File: src/verilog/lot_pkg.sv
/* Lot types: plates, floors, spots, orders and fees,
   plus the plate class codes and the fee ceiling */
package lot_pkg;

	// A plate of zero marks an empty spot
	typedef logic [15:0] plate_t;

	typedef logic [2:0] floor_t;

	// Spot code is {floor, side}, matching the 4-bit place code
	typedef struct packed {
		floor_t floor;
		logic   side;  // 0 left, 1 right
	} spot_t;

	typedef enum logic {
		order_in  = 1'b0,
		order_out = 1'b1
	} order_kind_t;

	typedef struct packed {
		order_kind_t kind;
		plate_t      plate;
	} order_t;

	typedef logic [7:0] fee_t;

	// Top nibble of the plate selects the fee class
	localparam logic [3:0] HANDICAP_NIBBLE = 4'd9;  // Free of charge
	localparam logic [3:0] HYBRID_NIBBLE   = 4'd8;  // One unit per cycle

	localparam fee_t FEE_MAX = 8'd255;

endpackage
File: src/verilog/elevator_pkg.sv
/* Elevator FSM state encoding and the trip record */
package elevator_pkg;

	typedef enum logic [1:0] {
		idle  = 2'd0,  // At floor 0, waiting for an order
		rise  = 2'd1,
		lower = 2'd2
	} elev_state_t;

	// Order accepted for the trip in flight and its target spot
	typedef struct packed {
		lot_pkg::order_kind_t kind;
		lot_pkg::plate_t      plate;
		lot_pkg::spot_t       spot;
	} trip_t;

endpackage

File: src/verilog/parking_tower.sv
/* Parking tower top: order queue, spot allocator, fee meters
   and the elevator FSM */
`timescale 1ns/1ps

module parking_tower #(
	parameter int N_FLOORS    = 8,
	parameter int QUEUE_DEPTH = 8
) (
	input  logic            clock,
	input  logic            reset,
	input  lot_pkg::plate_t plate,
	input  logic            in_mode,
	input  logic            out_mode,
	output logic            busy,
	output logic            reject,
	output logic            car_out,
	output lot_pkg::plate_t exit_plate,
	output lot_pkg::fee_t   fee,
	output lot_pkg::floor_t current_floor,
	output logic [3:0]      free_sedan,
	output logic [3:0]      free_suv,
	output logic            queue_full
);

	lot_pkg::order_t                  new_order, head_order;
	logic                             head_valid, pop, found, park, pick;
	lot_pkg::spot_t                   alloc_spot;
	lot_pkg::plate_t [2*N_FLOORS-1:0] occupancy;
	elevator_pkg::trip_t              trip;
	lot_pkg::fee_t                    meter_fee;

	assign new_order.kind  = out_mode ? lot_pkg::order_out : lot_pkg::order_in;
	assign new_order.plate = plate;

	order_queue #(.QUEUE_DEPTH(QUEUE_DEPTH)) queue0 (
		.clock(clock), .reset(reset), .push(in_mode | out_mode), .push_order(new_order),
		.pop(pop), .head_order(head_order), .head_valid(head_valid), .full(queue_full)
	);

	slot_allocator #(.N_FLOORS(N_FLOORS)) alloc0 (
		.clock(clock), .reset(reset), .request(head_order), .park(park), .pick(pick),
		.trip(trip), .found(found), .spot(alloc_spot), .occupancy(occupancy),
		.free_sedan(free_sedan), .free_suv(free_suv)
	);

	// Meter is read at the spot of the trip in flight
	fee_meter_bank #(.N_FLOORS(N_FLOORS)) meters0 (
		.clock(clock), .reset(reset), .occupancy(occupancy), .query(trip.spot),
		.fee(meter_fee)
	);

	elevator_controller #(.N_FLOORS(N_FLOORS)) elev0 (
		.clock(clock), .reset(reset), .head_order(head_order), .head_valid(head_valid),
		.found(found), .spot(alloc_spot), .fee_in(meter_fee), .pop(pop), .park(park),
		.pick(pick), .trip(trip), .busy(busy), .reject(reject),
		.current_floor(current_floor), .car_out(car_out), .exit_plate(exit_plate), .fee(fee)
	);

endmodule

File: src/verilog/elevator_controller.sv
/* Elevator trip FSM: accepts or rejects the head order, climbs to the spot,
   parks or picks the car, and returns to floor 0 to release it */
`timescale 1ns/1ps

module elevator_controller #(
	parameter int N_FLOORS = 8
) (
	input  logic                clock,
	input  logic                reset,
	input  lot_pkg::order_t     head_order,
	input  logic                head_valid,
	input  logic                found,
	input  lot_pkg::spot_t      spot,
	input  lot_pkg::fee_t       fee_in,
	output logic                pop,
	output logic                park,
	output logic                pick,
	output elevator_pkg::trip_t trip,
	output logic                busy,
	output logic                reject,
	output lot_pkg::floor_t     current_floor,
	output logic                car_out,
	output lot_pkg::plate_t     exit_plate,
	output lot_pkg::fee_t       fee
);

	localparam lot_pkg::floor_t TOP_FLOOR = lot_pkg::floor_t'(N_FLOORS - 1);

	elevator_pkg::elev_state_t state;
	lot_pkg::fee_t             fee_q;
	logic                      accept;
	logic                      at_target;

	// Orders are only taken while parked at floor 0
	assign pop    = (state == elevator_pkg::idle) && head_valid;
	assign accept = pop && found;
	assign reject = pop && !found;

	// Top floor guard keeps the car inside the tower
	assign at_target = (current_floor == trip.spot.floor) || (current_floor == TOP_FLOOR);

	assign park = (state == elevator_pkg::rise) && at_target && (trip.kind == lot_pkg::order_in);
	assign pick = (state == elevator_pkg::rise) && at_target && (trip.kind == lot_pkg::order_out);

	assign busy = (state != elevator_pkg::idle);
	assign car_out = (state == elevator_pkg::lower) && (current_floor == '0) &&
	                 (trip.kind == lot_pkg::order_out);
	assign exit_plate = trip.plate;
	assign fee        = fee_q;

	always_ff @(posedge clock or posedge reset) begin
		if (reset) begin
			state         <= elevator_pkg::idle;
			current_floor <= '0;
		end else begin
			case (state)
				elevator_pkg::idle: begin
					if (accept)
						state <= elevator_pkg::rise;
				end
				elevator_pkg::rise: begin
					if (at_target) begin
						// Spot served this cycle, start back down at once
						state         <= elevator_pkg::lower;
						current_floor <= current_floor - 1'b1;
					end else begin
						current_floor <= current_floor + 1'b1;
					end
				end
				elevator_pkg::lower: begin
					if (current_floor == '0)
						state <= elevator_pkg::idle;  // car_out fires on this cycle
					else
						current_floor <= current_floor - 1'b1;
				end
				default: state <= elevator_pkg::idle;
			endcase
		end
	end

	always_ff @(posedge clock) begin
		if (accept)
			trip <= '{kind: head_order.kind, plate: head_order.plate, spot: spot};
		if (pick)
			fee_q <= fee_in;  // Meter value as of the pick cycle
	end

endmodule

File: src/verilog/fee_meter_bank.sv
/* Saturating fee meter per spot, running while the spot is occupied,
   and a read-out mux selected by spot */
`timescale 1ns/1ps

module fee_meter_bank #(
	parameter int N_FLOORS = 8
) (
	input  logic                             clock,
	input  logic                             reset,
	input  lot_pkg::plate_t [2*N_FLOORS-1:0] occupancy,
	input  lot_pkg::spot_t                   query,
	output lot_pkg::fee_t                    fee
);

	lot_pkg::fee_t meter [2*N_FLOORS];

	for (genvar s = 0; s < 2*N_FLOORS; s++) begin : g_meter
		lot_pkg::fee_t count;
		logic          was_occupied;
		logic          occupied;
		logic [1:0]    rate;
		logic [8:0]    sum;

		assign occupied = (occupancy[s] != '0);
		assign rate = (occupancy[s][15:12] == lot_pkg::HANDICAP_NIBBLE) ? 2'd0 :
		              (occupancy[s][15:12] == lot_pkg::HYBRID_NIBBLE)   ? 2'd1 : 2'd2;
		assign sum = {1'b0, count} + {7'd0, rate};  // Carry out means saturate

		always_ff @(posedge clock or posedge reset) begin
			if (reset) begin
				count        <= '0;
				was_occupied <= 1'b0;
			end else begin
				was_occupied <= occupied;
				if (occupied && !was_occupied)
					count <= '0;  // New car, fresh meter
				else if (occupied)
					count <= sum[8] ? lot_pkg::FEE_MAX : sum[7:0];
			end
		end

		assign meter[s] = count;
	end

	assign fee = meter[{query.floor, query.side}];

endmodule

File: src/verilog/slot_allocator.sv
/* Spot occupancy register with free counts, lowest-floor spot choice
   for incoming cars and plate lookup for outgoing cars */
`timescale 1ns/1ps

module slot_allocator #(
	parameter int N_FLOORS = 8
) (
	input  logic                                clock,
	input  logic                                reset,
	input  lot_pkg::order_t                     request,
	input  logic                                park,
	input  logic                                pick,
	input  elevator_pkg::trip_t                 trip,
	output logic                                found,
	output lot_pkg::spot_t                      spot,
	output lot_pkg::plate_t [2*N_FLOORS-1:0]    occupancy,
	output logic [3:0]                          free_sedan,
	output logic [3:0]                          free_suv
);

	logic [3:0] trip_idx;

	assign trip_idx = trip.spot;  // Spot code doubles as array index

	// Floor 0 entries are never written and stay empty
	always_ff @(posedge clock or posedge reset) begin
		if (reset) begin
			occupancy <= '0;
		end else if (park) begin
			occupancy[trip_idx] <= trip.plate;
		end else if (pick) begin
			occupancy[trip_idx] <= '0;
		end
	end

	// Spot choice for the order at the head of the queue
	always_comb begin
		found = 1'b0;
		spot  = '0;
		if (request.plate != '0) begin
			if (request.kind == lot_pkg::order_in) begin
				// Scan top down so the lowest floor is the last one to win
				for (int f = N_FLOORS - 1; f >= 1; f--) begin
					if (f[0] == request.plate[0]) begin  // Even plates on even floors
						if (occupancy[2*f+1] == '0) begin
							found      = 1'b1;
							spot.floor = lot_pkg::floor_t'(f);
							spot.side  = 1'b1;
						end
						if (occupancy[2*f] == '0) begin  // Left beats right
							found      = 1'b1;
							spot.floor = lot_pkg::floor_t'(f);
							spot.side  = 1'b0;
						end
					end
				end
			end else begin
				for (int s = 2; s < 2*N_FLOORS; s++) begin
					if (occupancy[s] == request.plate) begin
						found = 1'b1;
						spot  = lot_pkg::spot_t'(4'(s));
					end
				end
			end
		end
	end

	// Empty spots per vehicle class
	always_comb begin
		free_sedan = '0;
		free_suv   = '0;
		for (int f = 1; f < N_FLOORS; f++) begin
			for (int side = 0; side < 2; side++) begin
				if (occupancy[2*f+side] == '0) begin
					if (f[0])
						free_suv = free_suv + 4'd1;
					else
						free_sedan = free_sedan + 4'd1;
				end
			end
		end
	end

endmodule

File: src/verilog/order_queue.sv
/* Show-ahead circular queue holding pending in and out orders */
`timescale 1ns/1ps

module order_queue #(
	parameter int QUEUE_DEPTH = 8
) (
	input  logic            clock,
	input  logic            reset,
	input  logic            push,
	input  lot_pkg::order_t push_order,
	input  logic            pop,
	output lot_pkg::order_t head_order,
	output logic            head_valid,
	output logic            full
);

	localparam int PTR_W = $clog2(QUEUE_DEPTH);
	localparam logic [PTR_W:0] DEPTH_COUNT = (PTR_W+1)'(QUEUE_DEPTH);

	lot_pkg::order_t mem [QUEUE_DEPTH];
	logic [PTR_W-1:0] rd_ptr, wr_ptr;  // Wrap on their own, depth is a power of two
	logic [PTR_W:0]   count;
	logic             do_push, do_pop;

	assign full       = (count == DEPTH_COUNT);
	assign head_valid = (count != '0);
	assign head_order = mem[rd_ptr];  // Oldest order shown without a read cycle
	assign do_push    = push && !full;  // Strobe is lost when full
	assign do_pop     = pop && head_valid;

	always_ff @(posedge clock) begin
		if (do_push)
			mem[wr_ptr] <= push_order;
	end

	always_ff @(posedge clock or posedge reset) begin
		if (reset) begin
			rd_ptr <= '0;
			wr_ptr <= '0;
			count  <= '0;
		end else begin
			if (do_push)
				wr_ptr <= wr_ptr + 1'b1;
			if (do_pop)
				rd_ptr <= rd_ptr + 1'b1;
			case ({do_push, do_pop})
				2'b10:   count <= count + 1'b1;
				2'b01:   count <= count - 1'b1;
				default: count <= count;  // Both or neither
			endcase
		end
	end

endmodule

File: config.mk
export PLATFORM = sky130hd
export DESIGN_NAME = parking_tower
export DESIGN_NICKNAME = d
export VERILOG_FILES = /design/src/verilog/lot_pkg.sv /design/src/verilog/elevator_pkg.sv /design/src/verilog/parking_tower.sv /design/src/verilog/elevator_controller.sv /design/src/verilog/fee_meter_bank.sv /design/src/verilog/slot_allocator.sv /design/src/verilog/order_queue.sv
export SDC_FILE = /design/constraint.sdc
export NUM_CORES = 1
export LEC_CHECK = 0
export BUFFER_PORTS_ARGS = -buffer_cell sky130_fd_sc_hd__clkbuf_2
export CAP_MARGIN = 20
export CORE_MARGIN = 1.5
export CORE_UTILIZATION = 60
export DETAILED_ROUTE_END_ITERATION = 12
export GPL_ROUTABILITY_DRIVEN = 0
export PLACE_DENSITY = 0.85
export SYNTH_ARGS = -nofsm -noshare
export SYNTH_HDL_FRONTEND = slang
export SYNTH_HIERARCHICAL = 1
export SYNTH_SLANG_ARGS = --single-unit
File: constraint.sdc
create_clock -name clock -period 11.2 [get_ports clock]
set_clock_uncertainty 0.1 [all_clocks]
set_input_delay 2.24 -clock clock [delete_from_list [all_inputs] [get_ports clock]]
set_output_delay 2.24 -clock clock [all_outputs]
set_load 0.02 [all_outputs]
### Yosys cells after proc, flatten, opt, wreduce, memory -nomap -nowiden

Memory sizes are Yosys's and may differ from the RTL's.
Cells that the tools add are included.

| operators by class | value |
|---|---|
| $add $sub $neg | 34 |
| $mul | 0 |
| div/mod/pow operators | 0 |
| order comparisons | 3 |
| eq/ne operators | 57 |
| shift operators | 0 |
| mux-type cells | 192 |
| bitwise gates (word level) | 5 |
| reductions and logical operators | 102 |

Operators by type and width:

| cell | number |
|---|---|
| 2-to-1 mux 256 bit | 2 |
| 2-to-1 mux 8 bit | 50 |
| nonzero test 16 bit | 17 |
| AND 256 bit | 1 |
| bitwise mux 256 bit | 1 |
| NOT 256 bit | 1 |
| equality test 16 bit | 14 |
| zero test 16 bit | 14 |
| 2-to-1 mux 4 bit | 44 |
| adder 8 x 2 -> 9 bit | 16 |
| equality test 4 bit, second input constant | 33 |
| 2-to-1 mux 2 bit | 37 |
| demux 16 bit (select 4 bit) | 1 |
| 2-to-1 mux 1 bit | 46 |
| adder 4 x 1 -> 4 bit, second input constant | 11 |
| nonzero test 2 bit | 20 |
| binary-select mux 8 bit (select 4 bit) | 1 |
| logical AND 1 bit | 27 |
| zero test 1 bit | 18 |
| 2-to-1 mux 3 bit | 6 |
| 2-to-1 mux 16 bit | 1 |
| adder 3 x 1 -> 3 bit, second input constant | 3 |
| one-hot mux 4 bit (2 select lines) | 1 |
| one-hot mux 2 bit (3 select lines) | 1 |
| other kinds (22) | 27 |

| storage, ports and cells | value |
|---|---|
| bits in registers | 444 |
| latch bits | 0 |
| bits in writable memories | 136 |
| memory bits (read-only) | 0 |
| input bits | 20 |
| output and inout port bits | 39 |
| logic and storage cells | 452 |
| memories kept | 1 |

Memories:

| memory | depth | width | rd ports | clocked after memory_dff | wr ports | RTL line | RTL |
|---|---|---|---|---|---|---|---|
| queue0.mem | 8 | 17 | 1 | 0 | 1 | order_queue.sv:20 | `lot_pkg::order_t mem [QUEUE_DEPTH];` |

### Longest topological paths before layout

Gate-level depths: netlist of the first run.

| logic depth | value |
|---|---|
| word-level depth | 31 |
| depth in mapped cells | 22 |
| mapped depth without buffers | 22 |

### Hierarchy

Netlist of the first run, hierarchy kept.

By module, submodules not included:

| module | instances | cells each | area an instance (um2) | sequential area each (um2) |
|---|---|---|---|---|
| slot_allocator | 1 | 1,178 | 13,241.4 | 6,406.1 |
| fee_meter_bank | 1 | 1,099 | 9,885.7 | 3,603.5 |
| order_queue | 1 | 262 | 5,854.4 | 4,334.2 |
| elevator_controller | 1 | 91 | 1,383.8 | 996.0 |
| parking_tower | 1 | 1 | 6.3 | 0.0 |

### Least setup slack after synthesis of the first run

No wires, ideal clock.

| path | value |
|---|---|
| path kind | register to output |
| start point | reg alloc0/occupancy[59] (netlist bit) |
| end point | out free_suv[2] |
| arrival | 4.166 ns |
| required time | 8.860 ns |
| path slack | 4.694 ns |
| cell stages (with the launch flop) | 22 |
| buffers on the path | 0 |
| path through | dfrtp_1 nor4_1 nand4_1 ha_1 xor2_2 inv_1 ha_1 nand2_1 nand2_1 ha_1 nor2_1 a31oi_1 ha_1 mux2_4 ha_1 nor2_1 o21bai_2 inv_1 ha_1 inv_1 nor2_1 xnor2_1 |

| on the way | value |
|---|---|
| cells in the longest elaborated chain, start to end | 14 |

RTL lines:

| what | RTL line | RTL |
|---|---|---|
| start: declaration | slot_allocator.sv:16 | `output lot_pkg::plate_t [2*N_FLOORS-1:0] occupancy,` |
| start signal: indexed assignment | slot_allocator.sv:30 | `occupancy[trip_idx] <= trip.plate;` |
| zero test 16 bit * | slot_allocator.sv:74 | `if (occupancy[2*f+side] == '0) begin` |
| 2-to-1 mux 4 bit * | slot_allocator.sv:74 |  |
| adder 4 x 1 -> 4 bit | slot_allocator.sv:76 | `free_suv = free_suv + 4'd1;` |
| 2-to-1 mux 4 bit * | slot_allocator.sv:74 |  |
| adder 4 x 1 -> 4 bit | slot_allocator.sv:76 |  |
| 2-to-1 mux 4 bit * | slot_allocator.sv:74 |  |
| adder 4 x 1 -> 4 bit | slot_allocator.sv:76 |  |
| 2-to-1 mux 4 bit * | slot_allocator.sv:74 |  |
| adder 4 x 1 -> 4 bit | slot_allocator.sv:76 |  |
| 2-to-1 mux 4 bit * | slot_allocator.sv:74 |  |
| adder 4 x 1 -> 4 bit | slot_allocator.sv:76 |  |
| 2-to-1 mux 4 bit * | slot_allocator.sv:74 |  |
| adder 4 x 1 -> 4 bit | slot_allocator.sv:76 |  |
| 2-to-1 mux 4 bit * | slot_allocator.sv:74 |  |
| end: declaration | parking_tower.sv:21 | `output logic [3:0] free_suv,` |

Mark *: on every way between the ends. The rest lies on a longest branch, timed or not.

### Final worst setup path of the first run

| path | value |
|---|---|
| start point | reg alloc0/occupancy[35] (netlist bit) |
| end point | out free_suv[1] |

| on the way | value |
|---|---|
| cells in the longest elaborated chain, start to end | 16 |

RTL lines:

| what | RTL line |
|---|---|
| zero test 16 bit * | slot_allocator.sv:74 |
| 2-to-1 mux 1 bit * | slot_allocator.sv:74 |
| adder 1 x 1 -> 2 bit | slot_allocator.sv:76 |
| 2-to-1 mux 4 bit * | slot_allocator.sv:74 |
| adder 4 x 1 -> 4 bit | slot_allocator.sv:76 |
| 2-to-1 mux 4 bit * | slot_allocator.sv:74 |
| adder 4 x 1 -> 4 bit | slot_allocator.sv:76 |
| 2-to-1 mux 4 bit * | slot_allocator.sv:74 |
| adder 4 x 1 -> 4 bit | slot_allocator.sv:76 |
| 2-to-1 mux 4 bit * | slot_allocator.sv:74 |
| adder 4 x 1 -> 4 bit | slot_allocator.sv:76 |
| 2-to-1 mux 4 bit * | slot_allocator.sv:74 |
| adder 4 x 1 -> 4 bit | slot_allocator.sv:76 |
| 2-to-1 mux 4 bit * | slot_allocator.sv:74 |
| adder 4 x 1 -> 4 bit | slot_allocator.sv:76 |
| 2-to-1 mux 4 bit * | slot_allocator.sv:74 |

Marks and branches as above.

==> impl_metrics.json, run 1 <==
{
  "synth_sequential_area_ratio": 0.505,
  "cp_data_required_time_ns": 8.86,
  "io_pins": 59,
  "layout_setup_ws_ns": 3.21,
  "synth.ff_latch_count": 580,
  "yosysWarnings": 6,
  "clock_latency_late_sink_ns": 0.66,
  "overflow": 0,
  "port_buffers": 58,
  "num_antenna_cells": 0,
  "layoutNonFillerInstCount": 3352,
  "cts_tree": "yes",
  "worst-endpoint-arrival_ns": 5.65,
  "post_synth_edffs": 165,
  "critical_path.endpoint_type": "primary output",
  "place.detailed.instances": 3226,
  "global_route.usage.total": 0.331,
  "setup_viol": 0,
  "fp-row-count": 82,
  "post_layout_instance_area_um2": 33300,
  "die-height_um": 228,
  "setup_tns_ns": 0,
  "layout.filler_cells": 3482,
  "placed_area_um2": 31000,
  "result_of_the_run": "complete, no violations",
  "postSynth.asyncResetShare": 0.716,
  "syn-cell-area_um2": 30400,
  "cts_resized": 0,
  "synth_nets": 2721,
  "routed_wirelength_um": 87700,
  "ctsHoldBuffers": 0,
  "grt_start_max_net_pins": 91,
  "die_w_um": 228,
  "cts_num_sinks": 580,
  "dominantRegCellSynth": "dfrtp_1",
  "vias_per_cell": 7.20,
  "tightest_slew_ns": 1.27,
  "netlist.top_cell.by_area": "dfrtp_1",
  "grt_setup_unrepaired": "false",
  "placeableCoreArea_um2": 50100,
  "syn_area_per_cell_um2": 11.5,
  "dr.first_iter.drc_count": 3473,
  "vias": 24100,
  "antenna_left": 0,
  "number_of_nets_at_the_end_of_the_flow": 2720,
  "fmax_mhz": 125,
  "ys_types": 84,
  "post-route-min-period_ns": 7.99,
  "layout-drive-gt1-share": 0.106,
  "clockBufferDepth": 3,
  "first_pass_iteration_count_of_the_detailed_router": 8,
  "cts_made_buffers": 58,
  "max_cap_viol_count": 0,
  "grt_antenna_before_repair": 0,
  "critical_path.max_fanout": 4,
  "hold_viol_final": 0,
  "detail_route.drc_violations": 0,
  "cts.repair_timing.setup_buffer_count": 0,
  "syn_to_final_growth_pct": 9.80,
  "root_buffer": "clkbuf_16",
  "worst_hold_path_type": "reg2reg",
  "route.detailed.wl_per_inst_um": 26.2,
  "dieArea_um2": 52000,
  "slew_headroom": 0.154,
  "number_of_h_tree_branching_levels": 2,
  "report.final.slew_viol_count": 0,
  "element_type_at_the_critical_path_start": "flop",
  "detailed_placement_hpwl_um": 54700,
  "number_of_cells_produced_by_synthesis": 2631,
  "post-place-ws_ns": 4.06,
  "synthTopCellsByArea": "dfrtp_1 34%, edfxtp_1 16%, a22o_1 7.4%",
  "yosysTopAreaCellShare": 0.342,
  "grt_pass1_wl_um": 135000,
  "fin_crit_share": 0.713,
  "clk_pin_slew_worst_paths_ns": 0.07,
  "first_global_vias": 23600,
  "critical_path_start_end_classification": "reg2out",
  "initial_core_util": 0.607
}
critical path: stages, from the launching register on:
cell and delay (ns):
dfrtp_1 0.43, nor4_1 0.36, nand4_1 0.31, ha_1 0.43, xor2_2 0.32, inv_1 0.09, ha_1 0.33, nand2_1 0.11
nand2_1 0.08, ha_1 0.32, nor2_1 0.05, a31oi_1 0.22, ha_1 0.27, mux2_4 0.30, ha_1 0.29, nor2_1 0.13
o21bai_2 0.17, inv_1 0.09, ha_1 0.28, mux2_2 0.26, clkbuf_2 0.15
synth_stat cells, drive strengths merged (25+ instances only):
library cell and count:
o21ai 89, nand4 77, xnor2 166, nor2 99, mux2 25, nand3 58
nor3 30, o211ai 28, ha 53, nand2b 33, mux4 66, dfrtp 415
clkbuf 73, nand2 106, inv 137, o31ai 39, a21oi 155, a31oi 35
edfxtp 165, nor4 154, a22o 256, xor2 92, buf 89
registers in the layout, indices dropped and copies added (netlist names), 4 cells and up:
name and flops:
elev0/exit_plate 16, meters0/g_meter.count 128, alloc0/occupancy 256, queue0/count 4, elev0/fee 8, queue0/mem 136, elev0/trip 5, meters0/g_meter.was_occupied 16
layout by cell type, fill, tap and decap left out, types with 12 or more instances in the layout:
cell,count
a22oi_1,18
clkbuf_8,12
o31ai_1,39
clkbuf_16,58
clkbuf_1,13
a31oi_1,35
a21oi_1,155
o21ai_0,87
nand4_1,76
a41oi_1,15
o211ai_1,28
inv_1,134
and3_1,14
edfxtp_1,165
fa_1,17
ha_1,53
nand3_1,58
nand2b_1,33
xnor2_1,163
a21o_1,13
xor2_1,90
a22o_1,255
mux4_1,40
nor2_1,98
nor2b_1,16
nor3_1,26
clkbuf_2,58
mux2_2,24
nor4_1,148
buf_4,36
nand2_1,105
mux4_2,25
dfrtp_1,414
stage by stage:
step                      utilization  hold WS [ns]
final                           0.666         0.403
after detailed placement        0.619         0.386
after floorplan                     -         0.352
after global placement          0.618         0.370
after global routing            0.666         0.428
after CTS                       0.661         0.405
path summary, 6_finish.rpt:
check | start | to | slack, ns | cells past startpoint
max in group asynchronous | reset | alloc0/occupancy[240]$_DFFE_PP0P_ | 7.85 | 5
worst min register to register | alloc0/occupancy[20]$_DFFE_PP0P_ | alloc0/occupancy[20]$_DFFE_PP0P_ | 0.40 | 1
worst min-delay path | alloc0/occupancy[20]$_DFFE_PP0P_ | alloc0/occupancy[20]$_DFFE_PP0P_ | 0.40 | 1
worst max-delay path | alloc0/occupancy[35]$_DFFE_PP0P_ | free_suv[1] | 3.21 | 20
worst max register to register | queue0/rd_ptr[0]$_DFFE_PP0P_ | elev0/exit_plate[12]$_DFFE_PP_ | 5.66 | 10
min in group asynchronous | reset | elev0/state[1]$_DFFE_PP0P_ | 1.53 | 2
metal layers:
layer  vias to the layer above  global-route usage  wire length (um)
met5                         -                   0                 0
met4                         0               0.179              5360
met3                       429              0.0833             10600
met2                      1823               0.510             39500
met1                     11900               0.435             32200
li1                      10000                   -                 -
layout make-up:
type / count / area (um2) / share of cell area
repair buffers: 104 / 796 / 0.0239
clock buffers: 81 / 1640 / 0.0491
well taps: 672 / 841 / 0.0252
clock inverters: 29 / 469 / 0.0141
multi-input cells: 1749 / 13700 / 0.412
flip-flops and latches: 580 / 15300 / 0.460
inverters: 137 / 527 / 0.0158
cell families (layout without fill, tap and decap cells):
kind of cell,Yosys count,after routing,share of synthesized area
flops,580,580,0.505
fa+ha+maj,70,70,0.0330
simple gates,642,642,0.117
mux,93,93,0.0640
compound gates,686,686,0.161
buf+inv,302,351,0.0435
xor+xnor,258,258,0.0760
Power of run 1 is left out: the tool's default activity adds up to more than one toggle a clock period on the data nets, which glitch-free logic cannot reach.
==> run 2, diff against run 1 <==
Clock period 11.2 ns to 7.4 ns, I/O delays scaled along.
==> run 2 against run 1 <==
  * Cell area barely moved
  * Critical path depth did not move
  * Non-clock buffer count rose by 1
  * Sequential cell count did not move
  * Die area did not move
  * Highest routed layer is now met5
  * First-iteration DRC count fell by 10%
  * Cell count rose by 0.12%
  * Count of clock-buffer cells in the layout fell by 8
  * Global-route usage barely moved
  * Routed wire length fell by 1.0%
  * Worst hold slack improved by 0.0075 ns
==> impl_metrics.json, run 2 (synthesis gave the netlist of run 1 again) <==
{
  "critical_path_start_end_classification": "reg2out",
  "number_of_h_tree_branching_levels": 2,
  "initial_core_util": 0.607,
  "layoutNonFillerInstCount": 3356,
  "setup_viol": 0,
  "regToRegEndpoint": "elev0/trip[3]$_DFFE_PP_",
  "detailed_placement_hpwl_um": 54500,
  "critical_path.endpoint_type": "primary output",
  "report.final.slew_viol_count": 0,
  "vias": 23800,
  "element_type_at_the_critical_path_start": "flop",
  "detail_route.drc_violations": 0,
  "cts_made_buffers": 59,
  "tightest_slew_ns": 1.27,
  "antenna_left": 0,
  "syn_to_final_growth_pct": 9.71,
  "layout_setup_ws_ns": 0.241,
  "post-place-ws_ns": 1.06,
  "whs_path_depth": 1,
  "reg.largest.list": "alloc0/occupancy x256, queue0/mem x136, meters0/g_meter.count x128",
  "clock_latency_late_sink_ns": 0.67,
  "worst_hold_slack_ns": 0.410,
  "route.detailed.wl_per_inst_um": 25.9,
  "cts_num_sinks": 580,
  "number_of_nets_at_the_end_of_the_flow": 2722,
  "die_w_um": 228,
  "dieArea_um2": 52000,
  "cts_tree": "yes",
  "worstReg2RegStart": "queue0/rd_ptr[0]$_DFFE_PP0P_",
  "largest_register_ff_count": 256,
  "io_pins": 59,
  "fp-row-count": 82,
  "hold_viol_final": 0,
  "dr.first_iter.drc_count": 3120,
  "layout.cells.most_common_list": "414 x dfrtp_1, 255 x a22o_1, 165 x edfxtp_1",
  "grt_antenna_before_repair": 1,
  "slew_headroom": 0.152,
  "clockBufferDepth": 3,
  "worstHoldStart": "alloc0/occupancy[20]$_DFFE_PP0P_",
  "routed_wirelength_um": 86800,
  "die-height_um": 228,
  "critical_path.max_fanout": 5,
  "vias_per_cell": 7.10,
  "max_cap_viol_count": 0,
  "post-route-min-period_ns": 7.16,
  "grt_start_max_net_pins": 119,
  "cp_data_required_time_ns": 5.82,
  "root_buffer": "clkbuf_16",
  "overflow": 0,
  "largest_register": "alloc0/occupancy",
  "r2r_setup_slack_ns": 1.83,
  "place.detailed.instances": 3230,
  "worstRegToRegCells": 11,
  "clk_pin_slew_worst_paths_ns": 0.06,
  "global_route.usage.total": 0.332,
  "layout.cells.most_common": "dfrtp_1",
  "layout-drive-gt1-share": 0.108,
  "placeableCoreArea_um2": 50100,
  "fin_crit_share": 0.967,
  "first_pass_iteration_count_of_the_detailed_router": 8,
  "result_of_the_run": "complete, no violations",
  "grt_pass1_wl_um": 135000,
  "port_buffers": 58,
  "worst-endpoint-arrival_ns": 5.58,
  "fmax_mhz": 140,
  "hold_path_end": "alloc0/occupancy[20]$_DFFE_PP0P_",
  "first_global_vias": 23600,
  "worst_hold_path_type": "reg2reg"
}
## run 2: cell count changes in the layout (fill, tap and decap cells not counted), sizes merged
cell	before	now
diode	0	1
bufinv	10	11
clkinv	14	20
buf	44	46
clkinvlp	4	9
inv	138	136
clkbuf	141	132
## run 2: metrics by stage
stage	TNS (ns)	cell area (um2)	util
6_report	0	33300	0.666
5_1_grt	-0.0105	33300	0.665
4_1_cts	0	33200	0.662
3_5_place_dp	0	31000	0.619
3_3_place_gp	0	31000	0.619
2_1_floorplan	0	30400	-
## run 2: how the worst max path moves through the flow
stage	end	start	slack [ns]
2_1_floorplan	free_suv[2]	alloc0/occupancy[59]$_DFFE_PP0P_	1.65
3_3_place_gp	free_suv[1]	alloc0/occupancy[59]$_DFFE_PP0P_	1.18
3_5_place_dp	free_suv[1]	alloc0/occupancy[60]$_DFFE_PP0P_	1.06
4_1_cts	free_suv[1]	alloc0/occupancy[60]$_DFFE_PP0P_	0.29
5_1_grt	free_suv[1]	alloc0/occupancy[60]$_DFFE_PP0P_	-0.01
6_report	free_suv[1]	alloc0/occupancy[60]$_DFFE_PP0P_	0.24
## run 2: final cells by class
type / count / area, um2
Clock inverter: 39 / 568
Multi-Input combinational cell: 1749 / 13700
Tap cell: 672 / 841
Timing Repair Buffer: 105 / 702
Inverter: 137 / 523
Fill cell: 3501 / 16700
Clock buffer: 73 / 1600
Sequential cell: 580 / 15300
Antenna cell: 1 / 2.50
## run 2: routing by layer
layer / global-route usage / wire (um) / vias to the layer above
met3: 0.0824 / 9960 / 406
li1: - / - / 10000
met1: 0.433 / 32100 / 11700
met2: 0.514 / 39700 / 1701
met5: 0 / 8 / -
met4: 0.176 / 5040 / 2
## run 2: critical path: stages (launching register included)
cell and delay, ns:
dfrtp_1 0.44, nor4_1 0.36, nand4_1 0.32, ha_1 0.44, xor2_2 0.29, inv_1 0.08, ha_1 0.33, nand2_1 0.10
nand2_1 0.08, ha_1 0.32, nor2_1 0.05, a31oi_1 0.25, ha_1 0.29, mux2_4 0.29, ha_1 0.27, nor2_1 0.09
o21bai_2 0.15, inv_1 0.09, ha_1 0.27, mux2_2 0.26, clkbuf_2 0.16
## run 2: timing repair
action                                  4_1_cts  5_1_grt
setup buffers                                 0        3
endpoints found under the setup margin        0        2
hold endpoints to repair                      0        0
hold buffers                                  0        0
resized for setup                             0        1
Power of run 2 is left out for the same reason.
